==> config.mk <==
export PLATFORM = sky130hd
export DESIGN_NAME = jtcop_sdram
export DESIGN_NICKNAME = d
export VERILOG_FILES = /design/src/jtcop_sdram_pkg.sv /design/src/jtcop_vram_map.sv /design/src/jtcop_slot_cache.sv /design/src/jtcop_bank_fsm.sv /design/src/jtcop_dwnld.sv /design/src/jtcop_busy_timer.sv /design/src/jtcop_sdram.sv
export SDC_FILE = /design/constraint.sdc
export NUM_CORES = 1
export LEC_CHECK = 0
export ABC_AREA = 1
export BUFFER_PORTS_ARGS = -buffer_cell sky130_fd_sc_hd__buf_4
export CAP_MARGIN = 5
export CELL_PAD_IN_SITES_DETAIL_PLACEMENT = 1
export CELL_PAD_IN_SITES_GLOBAL_PLACEMENT = 1
export CORE_ASPECT_RATIO = 2
export CORE_UTILIZATION = 42
export CTS_CLUSTER_DIAMETER = 150
export DETAILED_ROUTE_END_ITERATION = 12
export PLACE_DENSITY_LB_ADDON = 0.1
export SETUP_SLACK_MARGIN = 0.4
export SLEW_MARGIN = 10
export SYNTH_ARGS = -nofsm -noshare
export SYNTH_HDL_FRONTEND = slang
export SYNTH_SLANG_ARGS = --single-unit
==> constraint.sdc <==
create_clock -name clk -period 6.75 [get_ports clk]
set_clock_uncertainty 0.15 [all_clocks]
set_input_delay 0.675 -clock clk [delete_from_list [all_inputs] [get_ports clk]]
set_output_delay 0.675 -clock clk [all_outputs]
set_load 0.05 [all_outputs]
==> src/jtcop_sdram_pkg.sv <==
package jtcop_sdram_pkg;

    // SDRAM word offsets inside bank 0
    localparam logic [21:0] rom_offset = 22'h00_0000;
    localparam logic [21:0] ram_offset = 22'h04_0000;

    // B0 tile map starts 16 kB into the RAM region
    localparam logic [21:0] b0_offset  = 22'h00_2000;

    // First downloaded byte that belongs to bank 1
    localparam logic [24:0] ba1_start  = 25'h08_0000;

    localparam int vram_aw = 15;
    localparam int rom_aw  = 18;
    localparam int b0_aw   = 13;

    // Hold-off after the download ends
    localparam logic [7:0] settle_cycles = 8'd64;

    // Scan order of the round robin follows the encoding
    typedef enum logic [1:0] {
        slot_prog,
        slot_ram,
        slot_rom,
        slot_b0
    } slot_e;

    typedef enum logic [1:0] {
        st_idle,
        st_wait_ack,
        st_wait_dst,
        st_wait_rdy
    } arb_state_e;

endpackage

==> src/jtcop_vram_map.sv <==
`timescale 1ns/100ps

module jtcop_vram_map(
    input        [12:0] ram_addr,
    input               fsft_cs,
    input               fmap_cs,
    input               bsft_cs,
    input               bmap_cs,
    input               csft_cs,
    input               cmap_cs,
    output logic [jtcop_sdram_pkg::vram_aw-1:0] ram_maddr
);

// 40 kB RAM seen as 20k words
// 0000-1FFF  CPU work RAM
// 2000-3FFF  first layer, shift then map
// 4000-47FF  second layer
// 4800-4FFF  third layer

always_comb begin
    ram_maddr = {2'b00, ram_addr};
    // First layer windows are 4k words each
    if (fsft_cs) begin
        ram_maddr[14:12] = 3'b010;
    end else if (fmap_cs) begin
        ram_maddr[14:12] = 3'b011;
    // The other two only get 1k words per window
    end else if (bsft_cs) begin
        ram_maddr[14:10] = 5'b1_0000;
    end else if (bmap_cs) begin
        ram_maddr[14:10] = 5'b1_0001;
    end else if (csft_cs) begin
        ram_maddr[14:10] = 5'b1_0010;
    end else if (cmap_cs) begin
        ram_maddr[14:10] = 5'b1_0011;
    end
end

endmodule

==> src/jtcop_slot_cache.sv <==
`timescale 1ns/100ps

module jtcop_slot_cache #(
    parameter int aw = 15,
    parameter int dw = 16
)(
    input             rst,
    input             clk,
    input             flush,
    input             cs,
    input    [aw-1:0] addr,
    input             wen,
    input    [15:0]   din,
    input    [ 1:0]   wrmask,
    input             grant,
    input             ba_rdy,
    input    [15:0]   data_read,
    output            req,
    output            req_wr,
    output   [dw-1:0] dout,
    output            ok
);

logic [aw-1:0] addr_q;
logic [15:0]   data_q;
logic          valid;
logic          done;
logic          ok_q;
logic          match;
logic          good;
logic          finish;

assign match  = addr_q == addr;
// A write is served once it went out, a read once the word is held
assign good   = match & (wen ? done : valid);
assign finish = grant & ba_rdy;
assign req    = cs & ~good;
assign req_wr = cs & wen;
assign dout   = data_q[dw-1:0];
// Address compare keeps ok combinational on a change
assign ok     = ok_q & good;

always_ff @(posedge clk) begin
    if (rst) begin
        valid <= 1'b0;
        done  <= 1'b0;
        ok_q  <= 1'b0;
    end else begin
        ok_q <= cs & ~flush & (good | finish);
        if (flush) begin
            valid <= 1'b0;
            done  <= 1'b0;
        end else if (finish) begin
            done  <= wen;
            // A partial write only stays valid if the old word was ours
            valid <= wen ? (valid & match) | (wrmask == 2'b00) : 1'b1;
        end else begin
            done <= done & cs & wen & match;
        end
    end
end

always_ff @(posedge clk) begin
    if (finish) begin
        addr_q <= addr;
        if (wen) begin
            // Mask bits are active low, bit 1 is the upper byte
            if (!wrmask[1]) begin
                data_q[15:8] <= din[15:8];
            end
            if (!wrmask[0]) begin
                data_q[7:0] <= din[7:0];
            end
        end else begin
            data_q <= data_read;
        end
    end
end

endmodule

==> src/jtcop_bank_fsm.sv <==
`timescale 1ns/100ps

module jtcop_bank_fsm(
    input               rst,
    input               clk,
    input               busy,
    input               req_ram,
    input               req_wr_ram,
    input               req_rom,
    input               req_b0,
    input               prog_we,
    input               ba_ack,
    input               ba_dst,
    input               ba_rdy,
    input        [21:0] addr_ram,
    input        [21:0] addr_rom,
    input        [21:0] addr_b0,
    input        [21:0] prog_addr,
    input        [15:0] din_ram,
    input        [ 1:0] mask_ram,
    input        [15:0] prog_data,
    input        [ 1:0] prog_mask,
    output logic        grant_ram,
    output logic        grant_rom,
    output logic        grant_b0,
    output logic        prog_ack,
    output              prog_rdy,
    output logic        sdram_rd,
    output logic        sdram_wr,
    output logic [21:0] sdram_addr,
    output logic [15:0] data_write,
    output logic [ 1:0] sdram_wrmask
);

import jtcop_sdram_pkg::*;

arb_state_e state;
slot_e      last;
slot_e      pick;
logic [3:0] reqs;
logic       found;
logic       pick_wr;

// Client slots stay out while the download settles
assign reqs     = {req_b0 & ~busy, req_rom & ~busy, req_ram & ~busy, prog_we};
assign prog_rdy = prog_ack & ba_rdy;
assign pick_wr  = pick == slot_prog || (pick == slot_ram && req_wr_ram);

// Round robin starting after the last slot served
always_comb begin
    pick  = last;
    found = 1'b0;
    for (int i = 1; i <= 4; i++) begin
        if (!found && reqs[2'(last + i)]) begin
            pick  = slot_e'(2'(last + i));
            found = 1'b1;
        end
    end
end

always_ff @(posedge clk) begin
    if (rst) begin
        state     <= st_idle;
        last      <= slot_b0;
        grant_ram <= 1'b0;
        grant_rom <= 1'b0;
        grant_b0  <= 1'b0;
        prog_ack  <= 1'b0;
        sdram_rd  <= 1'b0;
        sdram_wr  <= 1'b0;
    end else begin
        case (state)
            st_idle: begin
                if (found) begin
                    prog_ack  <= pick == slot_prog;
                    grant_ram <= pick == slot_ram;
                    grant_rom <= pick == slot_rom;
                    grant_b0  <= pick == slot_b0;
                    sdram_wr  <= pick_wr;
                    sdram_rd  <= ~pick_wr;
                    last      <= pick;
                    state     <= st_wait_ack;
                end
            end
            st_wait_ack: begin
                if (ba_ack) begin
                    sdram_rd <= 1'b0;
                    sdram_wr <= 1'b0;
                    state    <= ba_dst ? st_wait_rdy : st_wait_dst;
                end
            end
            default: begin
                // rdy may come along with dst on short writes
                if (ba_rdy && (state == st_wait_rdy || ba_dst)) begin
                    grant_ram <= 1'b0;
                    grant_rom <= 1'b0;
                    grant_b0  <= 1'b0;
                    prog_ack  <= 1'b0;
                    state     <= st_idle;
                end else if (ba_dst) begin
                    state <= st_wait_rdy;
                end
            end
        endcase
    end
end

always_ff @(posedge clk) begin
    if (state == st_idle && found) begin
        case (pick)
            slot_prog: begin
                sdram_addr   <= prog_addr;
                data_write   <= prog_data;
                sdram_wrmask <= prog_mask;
            end
            slot_ram: begin
                sdram_addr   <= addr_ram;
                data_write   <= din_ram;
                sdram_wrmask <= mask_ram;
            end
            slot_rom: begin
                sdram_addr   <= addr_rom;
                sdram_wrmask <= 2'b11;
            end
            default: begin
                sdram_addr   <= addr_b0;
                sdram_wrmask <= 2'b11;
            end
        endcase
    end
end

endmodule

==> src/jtcop_dwnld.sv <==
`timescale 1ns/100ps

module jtcop_dwnld(
    input               rst,
    input               clk,
    input               downloading,
    input        [24:0] ioctl_addr,
    input        [ 7:0] ioctl_dout,
    input               ioctl_wr,
    input               prog_ack,
    input               prog_rdy,
    output logic [21:0] prog_addr,
    output logic [15:0] prog_data,
    output logic [ 1:0] prog_mask,
    output logic        prog_we
);

import jtcop_sdram_pkg::*;

logic in_bank0;
logic new_byte;

assign in_bank0 = ioctl_addr < ba1_start;
assign new_byte = downloading & ioctl_wr & in_bank0;

always_ff @(posedge clk) begin
    if (rst) begin
        prog_we <= 1'b0;
    end else if (new_byte) begin
        prog_we <= 1'b1;
    end else if (prog_ack && prog_rdy) begin
        prog_we <= 1'b0;
    end
end

always_ff @(posedge clk) begin
    if (new_byte) begin
        prog_addr <= ioctl_addr[22:1];
        // Same byte on both lanes, the mask picks the lane
        prog_data <= {ioctl_dout, ioctl_dout};
        // Even byte goes high, active low mask
        prog_mask <= ioctl_addr[0] ? 2'b10 : 2'b01;
    end
end

endmodule

==> src/jtcop_busy_timer.sv <==
`timescale 1ns/100ps

module jtcop_busy_timer(
    input  rst,
    input  clk,
    input  downloading,
    output busy
);

import jtcop_sdram_pkg::*;

logic [7:0] cnt;

// Count of busy cycles still left after the download
always_ff @(posedge clk) begin
    if (rst) begin
        cnt <= 8'd0;
    end else if (downloading) begin
        cnt <= settle_cycles;
    end else if (cnt != 8'd0) begin
        cnt <= cnt - 8'd1;
    end
end

assign busy = downloading | (cnt != 8'd0);

endmodule

==> src/jtcop_sdram.sv <==
`timescale 1ns/100ps

module jtcop_sdram(
    input         rst,
    input         clk,

    // Main CPU
    input         ram_cs,
    input         main_cs,
    input  [jtcop_sdram_pkg::rom_aw:1] main_addr,
    input         main_rnw,
    input  [15:0] main_dout,
    input  [ 1:0] dsn,
    output [15:0] ram_data,
    output        ram_ok,
    output [15:0] main_data,
    output        main_ok,

    // Tile layer RAM windows
    input         fsft_cs,
    input         fmap_cs,
    input         bsft_cs,
    input         bmap_cs,
    input         csft_cs,
    input         cmap_cs,

    // Scroll B0 map
    input         b0_cs,
    input  [jtcop_sdram_pkg::b0_aw-1:0] b0_addr,
    output [15:0] b0_data,
    output        b0_ok,

    // SDRAM bank 0
    output [21:0] sdram_addr,
    output        sdram_rd,
    output        sdram_wr,
    output [15:0] data_write,
    output [ 1:0] sdram_wrmask,
    input         ba_ack,
    input         ba_dst,
    input         ba_rdy,
    input  [15:0] data_read,

    // ROM download
    input         downloading,
    input  [24:0] ioctl_addr,
    input  [ 7:0] ioctl_dout,
    input         ioctl_wr,
    output        dwnld_busy
);

import jtcop_sdram_pkg::*;

logic [vram_aw-1:0] ram_maddr;
logic [21:0] addr_ram;
logic [21:0] addr_rom;
logic [21:0] addr_b0;
logic        req_ram;
logic        req_wr_ram;
logic        req_rom;
logic        req_b0;
logic        grant_ram;
logic        grant_rom;
logic        grant_b0;
logic [21:0] prog_addr;
logic [15:0] prog_data;
logic [ 1:0] prog_mask;
logic        prog_we;
logic        prog_ack;
logic        prog_rdy;

// Slot addresses placed in bank 0
assign addr_ram = ram_offset + {7'd0, ram_maddr};
assign addr_rom = rom_offset + {4'd0, main_addr};
assign addr_b0  = ram_offset + b0_offset + {9'd0, b0_addr};

jtcop_vram_map u_map(
    .ram_addr   ( main_addr[13:1] ),
    .fsft_cs    ( fsft_cs         ),
    .fmap_cs    ( fmap_cs         ),
    .bsft_cs    ( bsft_cs         ),
    .bmap_cs    ( bmap_cs         ),
    .csft_cs    ( csft_cs         ),
    .cmap_cs    ( cmap_cs         ),
    .ram_maddr  ( ram_maddr       )
);

// Work RAM and video RAM, the only writable slot
jtcop_slot_cache #(.aw(vram_aw), .dw(16)) u_ram(
    .rst        ( rst        ),
    .clk        ( clk        ),
    .flush      ( dwnld_busy ),
    .cs         ( ram_cs     ),
    .addr       ( ram_maddr  ),
    .wen        ( ~main_rnw  ),
    .din        ( main_dout  ),
    .wrmask     ( dsn        ),
    .grant      ( grant_ram  ),
    .ba_rdy     ( ba_rdy     ),
    .data_read  ( data_read  ),
    .req        ( req_ram    ),
    .req_wr     ( req_wr_ram ),
    .dout       ( ram_data   ),
    .ok         ( ram_ok     )
);

jtcop_slot_cache #(.aw(rom_aw), .dw(16)) u_rom(
    .rst        ( rst        ),
    .clk        ( clk        ),
    .flush      ( dwnld_busy ),
    .cs         ( main_cs    ),
    .addr       ( main_addr  ),
    .wen        ( 1'b0       ),
    .din        ( 16'd0      ),
    .wrmask     ( 2'b11      ),
    .grant      ( grant_rom  ),
    .ba_rdy     ( ba_rdy     ),
    .data_read  ( data_read  ),
    .req        ( req_rom    ),
    .req_wr     (            ),
    .dout       ( main_data  ),
    .ok         ( main_ok    )
);

jtcop_slot_cache #(.aw(b0_aw), .dw(16)) u_b0(
    .rst        ( rst        ),
    .clk        ( clk        ),
    .flush      ( dwnld_busy ),
    .cs         ( b0_cs      ),
    .addr       ( b0_addr    ),
    .wen        ( 1'b0       ),
    .din        ( 16'd0      ),
    .wrmask     ( 2'b11      ),
    .grant      ( grant_b0   ),
    .ba_rdy     ( ba_rdy     ),
    .data_read  ( data_read  ),
    .req        ( req_b0     ),
    .req_wr     (            ),
    .dout       ( b0_data    ),
    .ok         ( b0_ok      )
);

jtcop_bank_fsm u_fsm(
    .rst          ( rst          ),
    .clk          ( clk          ),
    .busy         ( dwnld_busy   ),
    .req_ram      ( req_ram      ),
    .req_wr_ram   ( req_wr_ram   ),
    .req_rom      ( req_rom      ),
    .req_b0       ( req_b0       ),
    .prog_we      ( prog_we      ),
    .ba_ack       ( ba_ack       ),
    .ba_dst       ( ba_dst       ),
    .ba_rdy       ( ba_rdy       ),
    .addr_ram     ( addr_ram     ),
    .addr_rom     ( addr_rom     ),
    .addr_b0      ( addr_b0      ),
    .prog_addr    ( prog_addr    ),
    .din_ram      ( main_dout    ),
    .mask_ram     ( dsn          ),
    .prog_data    ( prog_data    ),
    .prog_mask    ( prog_mask    ),
    .grant_ram    ( grant_ram    ),
    .grant_rom    ( grant_rom    ),
    .grant_b0     ( grant_b0     ),
    .prog_ack     ( prog_ack     ),
    .prog_rdy     ( prog_rdy     ),
    .sdram_rd     ( sdram_rd     ),
    .sdram_wr     ( sdram_wr     ),
    .sdram_addr   ( sdram_addr   ),
    .data_write   ( data_write   ),
    .sdram_wrmask ( sdram_wrmask )
);

jtcop_dwnld u_dwnld(
    .rst          ( rst          ),
    .clk          ( clk          ),
    .downloading  ( downloading  ),
    .ioctl_addr   ( ioctl_addr   ),
    .ioctl_dout   ( ioctl_dout   ),
    .ioctl_wr     ( ioctl_wr     ),
    .prog_ack     ( prog_ack     ),
    .prog_rdy     ( prog_rdy     ),
    .prog_addr    ( prog_addr    ),
    .prog_data    ( prog_data    ),
    .prog_mask    ( prog_mask    ),
    .prog_we      ( prog_we      )
);

jtcop_busy_timer u_busy(
    .rst          ( rst          ),
    .clk          ( clk          ),
    .downloading  ( downloading  ),
    .busy         ( dwnld_busy   )
);

endmodule

## Yosys cells after proc, flatten, opt, wreduce, memory -nomap -nowiden

Index checks and enable logic that the tools add are counted.

| word-level totals | value |
|---|---|
| register bits | 200 |
| output and inout port bits | 94 |
| bits of input ports | 115 |
| word-level logic and storage cells | 185 |

| cells by class | value |
|---|---|
| add/subtract/negate cells | 7 |
| equality and inequality tests | 12 |
| magnitude comparators | 5 |
| muxes and demuxes | 58 |
| bitwise operators | 41 |
| reductions and logical operators | 31 |

Operators with widths:

| operator | number |
|---|---|
| $pmux W22 S3 | 1 |
| $pmux W16 S2 | 1 |
| $and A1 B1 Y1 | 29 |
| $lt A25 B20 Y1 const B | 1 |
| $mux W1 | 22 |
| $mux W2 | 11 |
| $add A19 B13 Y20 const A | 1 |
| $add A19 B15 Y20 const A | 1 |
| $mux W5 | 4 |
| $eq A18 B18 Y1 | 1 |
| $mux W16 | 1 |
| $mux W8 | 2 |
| $eq A15 B15 Y1 | 1 |
| $mux W7 | 2 |
| $eq A13 B13 Y1 | 1 |
| $lt A2 B3 Y1 const B | 4 |
| $pmux W1 S2 | 6 |
| $reduce_bool A2 Y1 | 5 |
| $reduce_and A3 Y1 | 3 |
| $bmux W1 S2 | 4 |
| $pmux W2 S2 | 2 |
| $reduce_and A2 Y1 | 4 |
| $reduce_bool A8 Y1 | 1 |
| $sub A8 B1 Y8 const B | 1 |
| other kinds (15) | 45 |

## Longest topological paths before layout

Gate-level depths: netlist of run 1.

| logic depth | value |
|---|---|
| depth in word-level cells | 29 |
| depth in mapped cells | 24 |
| gate-level depth less buffers | 24 |

## By module

From an unflattened synthesis of run 1, not the netlist that was laid out.

| unflattened totals | value |
|---|---|
| cells, all modules | 1085 |
| area, all modules | 9619.2 um^2 |

By module, submodules not included:

| module | cells each | area each (um^2) | instances | seq. area each (um^2) |
|---|---|---|---|---|
| jtcop_bank_fsm | 355 | 2930.3 | 1 | 1401.3 |
| jtcop_slot_cache (u_rom) | 205 | 1771.7 | 1 | 1081.0 |
| jtcop_slot_cache (u_ram) | 193 | 1614.0 | 1 | 991.0 |
| jtcop_slot_cache (u_b0) | 180 | 1540.2 | 1 | 930.9 |
| jtcop_dwnld | 53 | 1094.8 | 1 | 980.9 |
| jtcop_busy_timer | 67 | 489.2 | 1 | 160.2 |
| jtcop_vram_map | 29 | 167.7 | 1 | 0.0 |
| jtcop_sdram | 3 | 11.3 | 1 | 0.0 |

## Worst setup path before layout of run 1

OpenSTA, ideal clock, no wires.

| timing | value |
|---|---|
| path kind | input to register |
| from | in ioctl_addr[23] |
| to | reg u_dwnld.prog_addr[0] (enable) |
| setup slack | 1760 ps |
| cell stages on the path | 2 |
| path buffers | 0 |
| data arrival time | 4332 ps |
| cells stage by stage | or4_1 > nor4_1 |

| between the ends | value |
|---|---|
| word-level cells in the longest chain between the ends | 2 |

Ends and longest elaborated chain:

| item | RTL line | RTL |
|---|---|---|
| start, declared | jtcop_sdram.sv:46 | `input [24:0] ioctl_addr,` |
| $lt A25 B20 Y1 | jtcop_dwnld.sv:23 | `assign in_bank0 = ioctl_addr < ba1_start;` |
| $and A1 B1 Y1 | jtcop_dwnld.sv:24 | `assign new_byte = downloading & ioctl_wr & in_bank0;` |
| via u_dwnld.new_byte | jtcop_dwnld.sv:21 | `logic new_byte;` |
| end signal, assigned | jtcop_dwnld.sv:38 | `prog_addr <= ioctl_addr[22:1];` |
| end, declared | jtcop_dwnld.sv:12 | `output logic [21:0] prog_addr,` |

The timed path passes the listed nets, and every way through them passes these cells.
A chain may end at the register's enable or synchronous reset.

## Final worst setup path of run 1

| timing | value |
|---|---|
| from | reg u_busy.cnt[0] |
| to | reg u_fsm.data_write[5] (enable) |

| between the ends | value |
|---|---|
| word-level cells in the longest chain between the ends | 19 |
| elaborated cells on any way between the ends | 33 |
| classes of those cells | 1 x eq/ne; 16 x mux; 5 x bitwise; 11 x reduce/logical |

Ends and longest elaborated chain:

| item | RTL line | RTL |
|---|---|---|
| start, declared | jtcop_busy_timer.sv:12 | `logic [7:0] cnt;` |
| start signal, assigned | jtcop_busy_timer.sv:19 | `cnt <= settle_cycles;` |
| start signal, assigned | jtcop_busy_timer.sv:21 | `cnt <= cnt - 8'd1;` |
| $reduce_bool A8 Y1 * | jtcop_busy_timer.sv:25 | `assign busy = downloading \| (cnt != 8'd0);` |
| $or A1 B1 Y1 * | jtcop_busy_timer.sv:25 |  |
| $not A1 Y1 * | jtcop_bank_fsm.sv:45 | `assign reqs = {req_b0 & ~busy, req_rom & ~busy, req_ram & ~busy, prog_we};` |
| $and A1 B1 Y1 | jtcop_bank_fsm.sv:45 |  |
| $bmux W1 S2 | jtcop_bank_fsm.sv:54 | `if (!found && reqs[2'(last + i)]) begin` |
| $mux W1 (not written as such) | jtcop_bank_fsm.sv:54 |  |
| $mux W1 | jtcop_bank_fsm.sv:54 |  |
| $logic_not A1 Y1 | jtcop_bank_fsm.sv:54 |  |
| [3 not listed] | -- |  |
| $logic_and A1 B1 Y1 | jtcop_bank_fsm.sv:54 |  |
| $mux W1 | jtcop_bank_fsm.sv:54 |  |
| $logic_not A1 Y1 | jtcop_bank_fsm.sv:54 |  |
| $logic_and A1 B1 Y1 | jtcop_bank_fsm.sv:54 |  |
| $mux W2 | jtcop_bank_fsm.sv:54 |  |
| $eq A2 B1 Y1 or $logic_not A2 Y1 (tied branches) | jtcop_bank_fsm.sv:110 | `case (pick)` |
| $reduce_bool A2 Y1 (no source line) | -- |  |
| $reduce_and A2 Y1 (no source line) * | -- |  |
| end signal, assigned | jtcop_bank_fsm.sv:113 | `data_write <= prog_data;` |
| end signal, assigned | jtcop_bank_fsm.sv:118 | `data_write <= din_ram;` |
| end, declared | jtcop_bank_fsm.sv:31 | `output logic [15:0] data_write,` |

Mark *: on every way between the ends. The rest lies on a longest branch, timed or not. The select of a mux whose other input is x is not followed.

==> results of run 1 <==
[cell type report]
type | count | area (um2)
Clock buffer | 18 | 429.2
Multi-Input combinational cell | 492 | 2713
Tap cell | 266 | 332.8
Sequential cell | 192 | 5505
Timing Repair Buffer | 212 | 1592
Fill cell | 2308 | 9284
Clock inverter | 14 | 141.4
Inverter | 122 | 465.4
[per-layer routing]
metal	share of wire (%)	global-route usage (%)	wire length, um	vias up
li1	-	-	-	3176
met1	32	21.43	8203	3208
met2	60	51.23	15400	182
met3	5.3	6.593	1370	45
met4	3.2	11.94	818	0
met5	0	0	0	-
[how the worst min path moves through the flow]
stage,from,to,slack [ps],cells past startpoint
6_report,ioctl_addr[4],u_dwnld.prog_addr[3]$_DFFE_PP_,240,1
5_1_grt,ioctl_addr[3],u_dwnld.prog_addr[2]$_DFFE_PP_,220,1
4_1_cts,ioctl_addr[4],u_dwnld.prog_addr[3]$_DFFE_PP_,220,1
3_5_place_dp,u_ram.valid$_SDFFE_PP0P_,u_ram.valid$_SDFFE_PP0P_,310,2
3_3_place_gp,u_ram.valid$_SDFFE_PP0P_,u_ram.valid$_SDFFE_PP0P_,300,2
2_1_floorplan,u_ram.valid$_SDFFE_PP0P_,u_ram.valid$_SDFFE_PP0P_,290,2
[through the flow]
step / area (um2) / util [%] / std cells / hold slack, ps
floorplan: 8812 / - / 822 / 289.1
global placement: 10610 / 51.84 / 1284 / 300.4
detailed placement: 10610 / 51.84 / 1284 / 308.6
CTS: 11180 / 54.63 / 1316 / 217.8
global route: 11180 / 54.63 / 1316 / 222.1
finish: 11180 / 54.63 / 1316 / 244.3
[sequential cells by signal, indices dropped and copies added (netlist names), 2 cells and up]
name and flops:
u_fsm.last 2, u_b0.addr_q 13, u_dwnld.prog_mask 2, u_rom.addr_q 18
u_busy.cnt 8, u_ram.addr_q 15, u_dwnld.prog_addr 22, u_fsm.state 2
u_b0.dout 16, u_dwnld.prog_data 8, u_fsm.data_write 16, u_rom.dout 16
u_fsm.sdram_wrmask 2, u_fsm.sdram_addr 22, u_ram.dout 16
[report_power, final]
| part | switching, W | internal (W) |
|---|---|---|
| Sequential | 0.0000816 | 0.00155 |
| Combinational | 0.00124 | 0.000454 |
| Clock | 0.000453 | 0.000544 |
[cells in the final DEF (no fill, tap or decap), types with 4 or more instances in the layout]
cell	n
edfxtp_1	166
inv_1	115
nand4_1	18
clkbuf_16	17
nor3_1	10
nand2_2	21
o21ai_0	35
dfxtp_1	26
o22ai_1	6
nand2_1	164
a21oi_1	22
o21ai_2	16
xor2_1	13
nor2_1	71
nand2_4	12
nand3_2	18
xnor2_1	4
nor2_4	6
buf_4	212
clkinv_2	5
inv_2	5
clkinv_4	5
nand3_1	40
nand3b_1	4
o21ai_1	4
[logic make-up after synthesis]
| logic type | after synthesis |
|---|---|
| flip-flops | 192 |
| AO/OA/AOI/OAI | 92 |
| XOR/XNOR | 17 |
| AND/OR/NAND/NOR | 382 |
| adder cells (fa/ha/maj) | 1 |
| buffers and inverters | 138 |
[worst max-delay path: stages, from the launching register on]
cell and delay [ps]:
dfxtp_1 320, inv_1 80, ha_1 200, nand2_1 110, nor3_2 140, nand2_1 130, nor2_4 130, nand2_4 120
nor2_2 130, nand3_1 130, nand3b_2 160, nand2_4 90, nand2_1 70, nor2_1 70, nand2_1 60, nand2_1 110
inv_2 580, nand2_1 150, inv_1 510
==> metrics.md, run 1 <==
| Metric | Value |
|---|---|
| Status | finished clean |
| N_diodes | 0 |
| CP max FO | 31 |
| Actual slew at the worst max-slew pin | 1138 ps |
| Adder-cell area share of the yosys netlist | 0.1420% |
| Per-cell routed wire length | 19.60 um |
| Number of I/O pins | 209 |
| Cts repair resizes | 0 |
| Main combinational cell family by area after synthesis | simple AND/OR/NAND/NOR gates |
| Die ar. | 0.02160 mm2 |
| Lkg Pwr | 4.739 nW |
| Total power | 0.004319 W |
| Worst-path clk slew | 70 ps |
| Final setup violation count | 0 |
| Worst reg-to-reg setup slack | 2890 ps |
| Initial core utilization | 43.07% |
| Synth Area in Simple Gates | 22.62% |
| Fin nets | 1153 |
| Critical path type | reg -> reg |
| Slew margin rel. | 24.12% |
| Remaining global-route overflow | 0 |
| Total GRT Usage | 24.90% |
| Final WS setup | 2894 ps |
| Leading area contributor after synthesis | edfxtp_1 |
| Inserted Clock Buffers | 17 |
| Die outline height | 206.9 um |
| Number of global-route vias before repair | 7343 |
| CTS tree | done |
| Area Overhead vs Synth | 26.85% |
| Final RePlAce weighted congestion | 0.8168 |
| VDD IR max | 260.4 uV |
| Final HPWL DP | 19830 um |
| Post-CTS Setup Inserts | 0 |
| Total core area | 0.02046 mm2 |
| Mapped Cells | 822 |
| CTS Sinks | 192 |
| Worst Setup SP | u_busy.cnt[0]$_SDFFE_PP0P_ |
| Post-synth EDFFs | 166 |
| Final period util | 57.13% |
| Crit path to | u_fsm.data_write[5]$_DFFE_PP_ |
| Largest net degree at the start of global routing | 37 |
| Most common cell in the synthesized netlist | edfxtp_1 |
| Skew-Pair Late Insertion Delay | 450 ps |
| Xor/xnor share of the synthesized area | 1.690% |
| Chip width | 104.4 um |
| Root Driver | clkbuf_16 |
| Synth warn | 0 |
| Initial antenna violation count | 0 |
| I/O Buffers | 208 |
| Post-synthesis mux area share | 0% |
| Row Count | 74 |
| Endpoints failing hold | 0 |
| FF-to-FF path depth | 18 |
| Crit path time final | 3856 ps |
| Worst setup SP type | flop |
| Sequential cell area fraction in the yosys report | 62.47% |
| Seq cells post-synth | 192 |
| Unique cell type count in the Yosys netlist | 48 |
| Post-synth top area share | 56.57% |
| Cts-stage hold buffer count | 0 |
| Average instance area after synthesis | 10.72 um2 |
| Pwr/cell area | 386.3 mW/mm2 |
| RSZ-0062 raised after global routing | false |
| Worst r2r src | u_busy.cnt[0]$_SDFFE_PP0P_ |
| Pins Over Slew Limit | 0 |
| Asr flop ratio synth | 0% |
| Max-Cap Viols | 0 |
| Total Wirelength | 25790 um |
| 1st-iter DRT viols | 187 |
| Bufs on Longest Clock Path | 2 |
| Dpl ws | 2657 ps |
| DRC violations left | 0 |
| Post-Syn Nets | 938 |
| Synth cell count leaders | 166 x edfxtp_1, 164 x nand2_1, 115 x inv_1 |
| Arr. time, crit path | 3790 ps |
| Vias per inst | 5.024 |
| Hold Path Class | in -> reg |
| CP required | 6690 ps |
| Setup Total Neg Slack | 0 ps |
| Compound-Gate Fraction of Synth Area | 6.262% |
| Worst R2R End | u_fsm.data_write[5]$_DFFE_PP_ |
| Layout cells sized above 1 | 32.10% |
| DR pass1 iterations | 4 |
| First-pass GRT wire length | 39160 um |
| Max Clk Rate | 259.3 MHz |
| Htree depth | 4 |
| Ranking of synthesized cells by area | edfxtp_1 57%, nand2_1 7.0%, dfxtp_1 5.9% |
| Synth Cell Area | 0.008812 mm2 |
| Dominant synthesized flop cell | edfxtp_1 |
| Routed via count | 6611 |
| Antenna-violating nets left | 0 |
| Critical Path Sink Type | flop |
No activity file was read; power rests on OpenSTA's default activity.
==> run 2: changes to the inputs <==
--- a/config.mk
+++ b/config.mk
@@ -5,13 +5,13 @@
 export SDC_FILE = /design/constraint.sdc
 export NUM_CORES = 1
 export LEC_CHECK = 0
-export ABC_AREA = 1
+export ABC_AREA = 0
 export BUFFER_PORTS_ARGS = -buffer_cell sky130_fd_sc_hd__buf_4
 export CAP_MARGIN = 5
 export CELL_PAD_IN_SITES_DETAIL_PLACEMENT = 1
 export CELL_PAD_IN_SITES_GLOBAL_PLACEMENT = 1
 export CORE_ASPECT_RATIO = 2
-export CORE_UTILIZATION = 42
+export CORE_UTILIZATION = 39
 export CTS_CLUSTER_DIAMETER = 150
 export DETAILED_ROUTE_END_ITERATION = 12
 export PLACE_DENSITY_LB_ADDON = 0.1
==> constraint.sdc (replaced) <==
create_clock -name clk -period 3.3 [get_ports clk]
set_clock_uncertainty 0.15 [all_clocks]
set_input_delay 0.33 -clock clk [delete_from_list [all_inputs] [get_ports clk]]
set_output_delay 0.33 -clock clk [all_outputs]
set_load 0.05 [all_outputs]
==> run 2 against run 1 <==
Effect of this change: first-iteration DRC count fell by 7.5%; die area is 3.6% lower; synthesized cell count decreased by 38%; count of clock-buffer cells in the layout decreased by 1; power up 75%; worst hold slack lost 200 ps; design area grew 6.1%; non-clock buffer count rose by 129; final cell count is 14% lower; combinational power grew 44%; worst setup slack lost 2700 ps.
==> metrics.md, run 2 <==
| Metric | Value |
|---|---|
| Critical-path top delay cell | edfxtp_1 |
| Htree depth | 4 |
| RSZ-0062 raised after global routing | true |
| Seq cells post-synth | 192 |
| Root Driver | clkbuf_16 |
| Mapped Cells | 508 |
| M1 GR Usage | 21.77% |
| Pins Over Slew Limit | 0 |
| Final HPWL DP | 16500 um |
| Placed Area | 0.009967 mm2 |
| Crit path time final | 3073 ps |
| Final RePlAce weighted congestion | 0.7882 |
| Total GRT Usage | 24.82% |
| Worst setup SP type | flop |
| GR Util met3 | 6.196% |
| Slew margin rel. | 30.75% |
| CP required | 3340 ps |
| Total Wirelength | 24580 um |
| Number of global-route vias before repair | 6731 |
| Ranking of synthesized cells by area | edfxtp_1 63%, dfxtp_1 6.6%, xnor2_1 4.6% |
| Antenna-violating nets left | 0 |
| DRC violations left | 0 |
| Leading area contributor after synthesis | edfxtp_1 |
| Vias per inst | 5.069 |
| VDD IR max | 364.7 uV |
| Unique cell type count in the Yosys netlist | 66 |
| Inserted Clock Buffers | 17 |
| CTS Sinks | 192 |
| Setup Total Neg Slack | 0 ps |
| Post-synth top area share | 63.20% |
| N_diodes | 0 |
| Final period util | 93.13% |
| Post-Syn Nets | 624 |
| Status | finished clean |
| Total core area | 0.01982 mm2 |
| Hold Path Class | in -> reg |
| DR pass1 iterations | 4 |
| Logic gate share of total power | 32.3% |
| CP Cell Sequence | or3_4, a211oi_2, nand4_1, and4bb_2, nand2_2, a221o_1, or2_4, buf_12, nand2_8, mux2_4 |
| Per-cell routed wire length | 21.71 um |
| Skew-Pair Late Insertion Delay | 440 ps |
| CTS tree | done |
| First-pass GRT wire length | 36720 um |
| CP max FO | 8 |
| Fin nets | 973 |
| Clock share of power | 27.4% |
| Number of I/O pins | 209 |
| Synth Cell Area | 0.007888 mm2 |
| Die outline height | 203.1 um |
| Bufs on Longest Clock Path | 2 |
| Final setup violation count | 0 |
| Initial antenna violation count | 0 |
| Layout cells sized above 1 | 42.99% |
| Commonest non-fill, non-tap cells in the layout | 236 x buf_4, 166 x edfxtp_1, 82 x dlygate4sd3_1 |
| Endpoints failing hold | 0 |
| Area taken by multi-input logic gates | 0.002484 mm2 |
| Commonest non-fill, non-tap cell in the layout | buf_4 |
| Routed via count | 5738 |
| Largest regs | u_dwnld.prog_addr (22), u_fsm.sdram_addr (22), u_rom.addr_q (18) |
| Area Overhead vs Synth | 50.30% |
| Synth warn | 0 |
| Average instance area after synthesis | 15.53 um2 |
| Dominant synthesized flop cell | edfxtp_1 |
| Critical path type | reg -> reg |
| Die ar. | 0.02083 mm2 |
| CP max stage delay | 380 ps |
| Seq pwr share | 40.4% |
| Sw Pwr | 0.002443 W |
| Sequential cell area fraction in the yosys report | 69.80% |
| Chip width | 102.6 um |
| Pwr/cell area | 636.5 mW/mm2 |
| Actual slew at the worst max-slew pin | 1039 ps |
| Initial core utilization | 39.80% |
| Design Area, Final | 0.01186 mm2 |
| Global routing usage on met2 | 47.64% |
| Fillers | 1976 |
| Row Count | 73 |
| Remaining global-route overflow | 0 |
| Max Clk Rate | 325.4 MHz |
| Largest net degree at the start of global routing | 37 |
| Asr flop ratio synth | 0% |
| Net Sw Frac | 32.38% |
| 1st-iter DRT viols | 173 |
| Worst-path clk slew | 70 ps |
| Synth cell count leaders | 166 x edfxtp_1, 41 x xnor2_1, 26 x dfxtp_1 |
| Int Pwr | 0.005103 W |
| Arr. time, crit path | 3110 ps |
| Post-synth EDFFs | 166 |
| Most common cell in the synthesized netlist | edfxtp_1 |
| Post-Layout Cell Count | 1132 |
| Critical Path Sink Type | flop |
| Cells after DPL | 992 |
| Lkg Pwr | 4.627 nW |
| Register area | 0.005505 mm2 |
| I/O Buffers | 208 |
| GR peak layer | met2 |
| Max-Cap Viols | 0 |
[run 2: through the flow]
stage,util [%],total power [W],setup slack (ps),hold slack [ps]
floorplan,-,0.004413,7.864,278.9
finish,59.81,0.007546,226.7,40.65
detailed placement,50.29,0.005111,-18.92,296.6
global placement,50.29,0.005051,31.58,289.3
CTS,58.96,0.007506,167.4,16.73
global route,59.81,0.007845,119.2,34.84
[run 2: path summary, 6_finish.rpt]
check                                    from                             to  slack, ps  cells after the start
setup / recovery   u_ram.addr_q[13]$_DFFE_PP_  u_fsm.data_write[6]$_DFFE_PP_        230                     10
hold / removal                    downloading     u_busy.cnt[6]$_SDFFE_PP0P_         40                      3
setup reg to reg   u_ram.addr_q[13]$_DFFE_PP_  u_fsm.data_write[6]$_DFFE_PP_        230                     10
hold reg to reg   u_fsm.grant_b0$_SDFFE_PP0P_    u_fsm.grant_b0$_SDFFE_PP0P_        310                      1
[run 2: layout make-up]
class | count | share of cell area, %
flip-flops and latches | 192 | 46.44
repair buffers | 341 | 24.52
multi-input cells | 292 | 20.95
clock buffers | 17 | 3.588
well taps | 262 | 2.765
clock inverters | 15 | 1.330
inverters | 13 | 0.4116
[run 2: repair_timing]
item                       4_1_cts  5_1_grt
hold buffers                    82        0
hold endpoints to repair       112        0
setup buffers                   19        4
setup endpoints to repair       76       91
resized for setup               25       38
cloned                           3        0
pin swaps                       19       13
[run 2: logic make-up (layout without fill, tap and decap cells)]
family	count (synthesis)	after routing	synth area share [%]
DFF	192	192	69.80
adders and majority gates	1	1	0.1586
AOI/OAI and AO/OA	75	75	7.488
and+or+nand+nor	123	124	8.978
xor gates and xnor gates	45	46	5.092
buffers and inverters	26	386	1.666
muxes	46	46	6.821
[run 2: per-layer routing]
metal  routed length [um]  vias up
met1                 7589     2838
met2                14390      185
met4                 1343        0
met3                 1258       68
met5                    0        -
li1                     -     2647
[run 2: power by group through the flow]
stage	Sequential, W	Combinational [W]	Clock [W]
after floorplan	0.00349	0.000922	0
after global placement	0.00309	0.00196	0
after detailed placement	0.00310	0.00201	0
after CTS	0.00305	0.00234	0.00212
after global routing	0.00307	0.00258	0.00219
final	0.00305	0.00243	0.00206
[run 2: critical path: cells and delay by family, from the launching register on]
kind / cells / cell delay (ps)
AO/OA/AOI/OAI: 2 / 520
buffers and inverters: 1 / 150
flip-flops: 1 / 380
multiplexers: 1 / 310
AND/OR/NAND/NOR: 6 / 1300
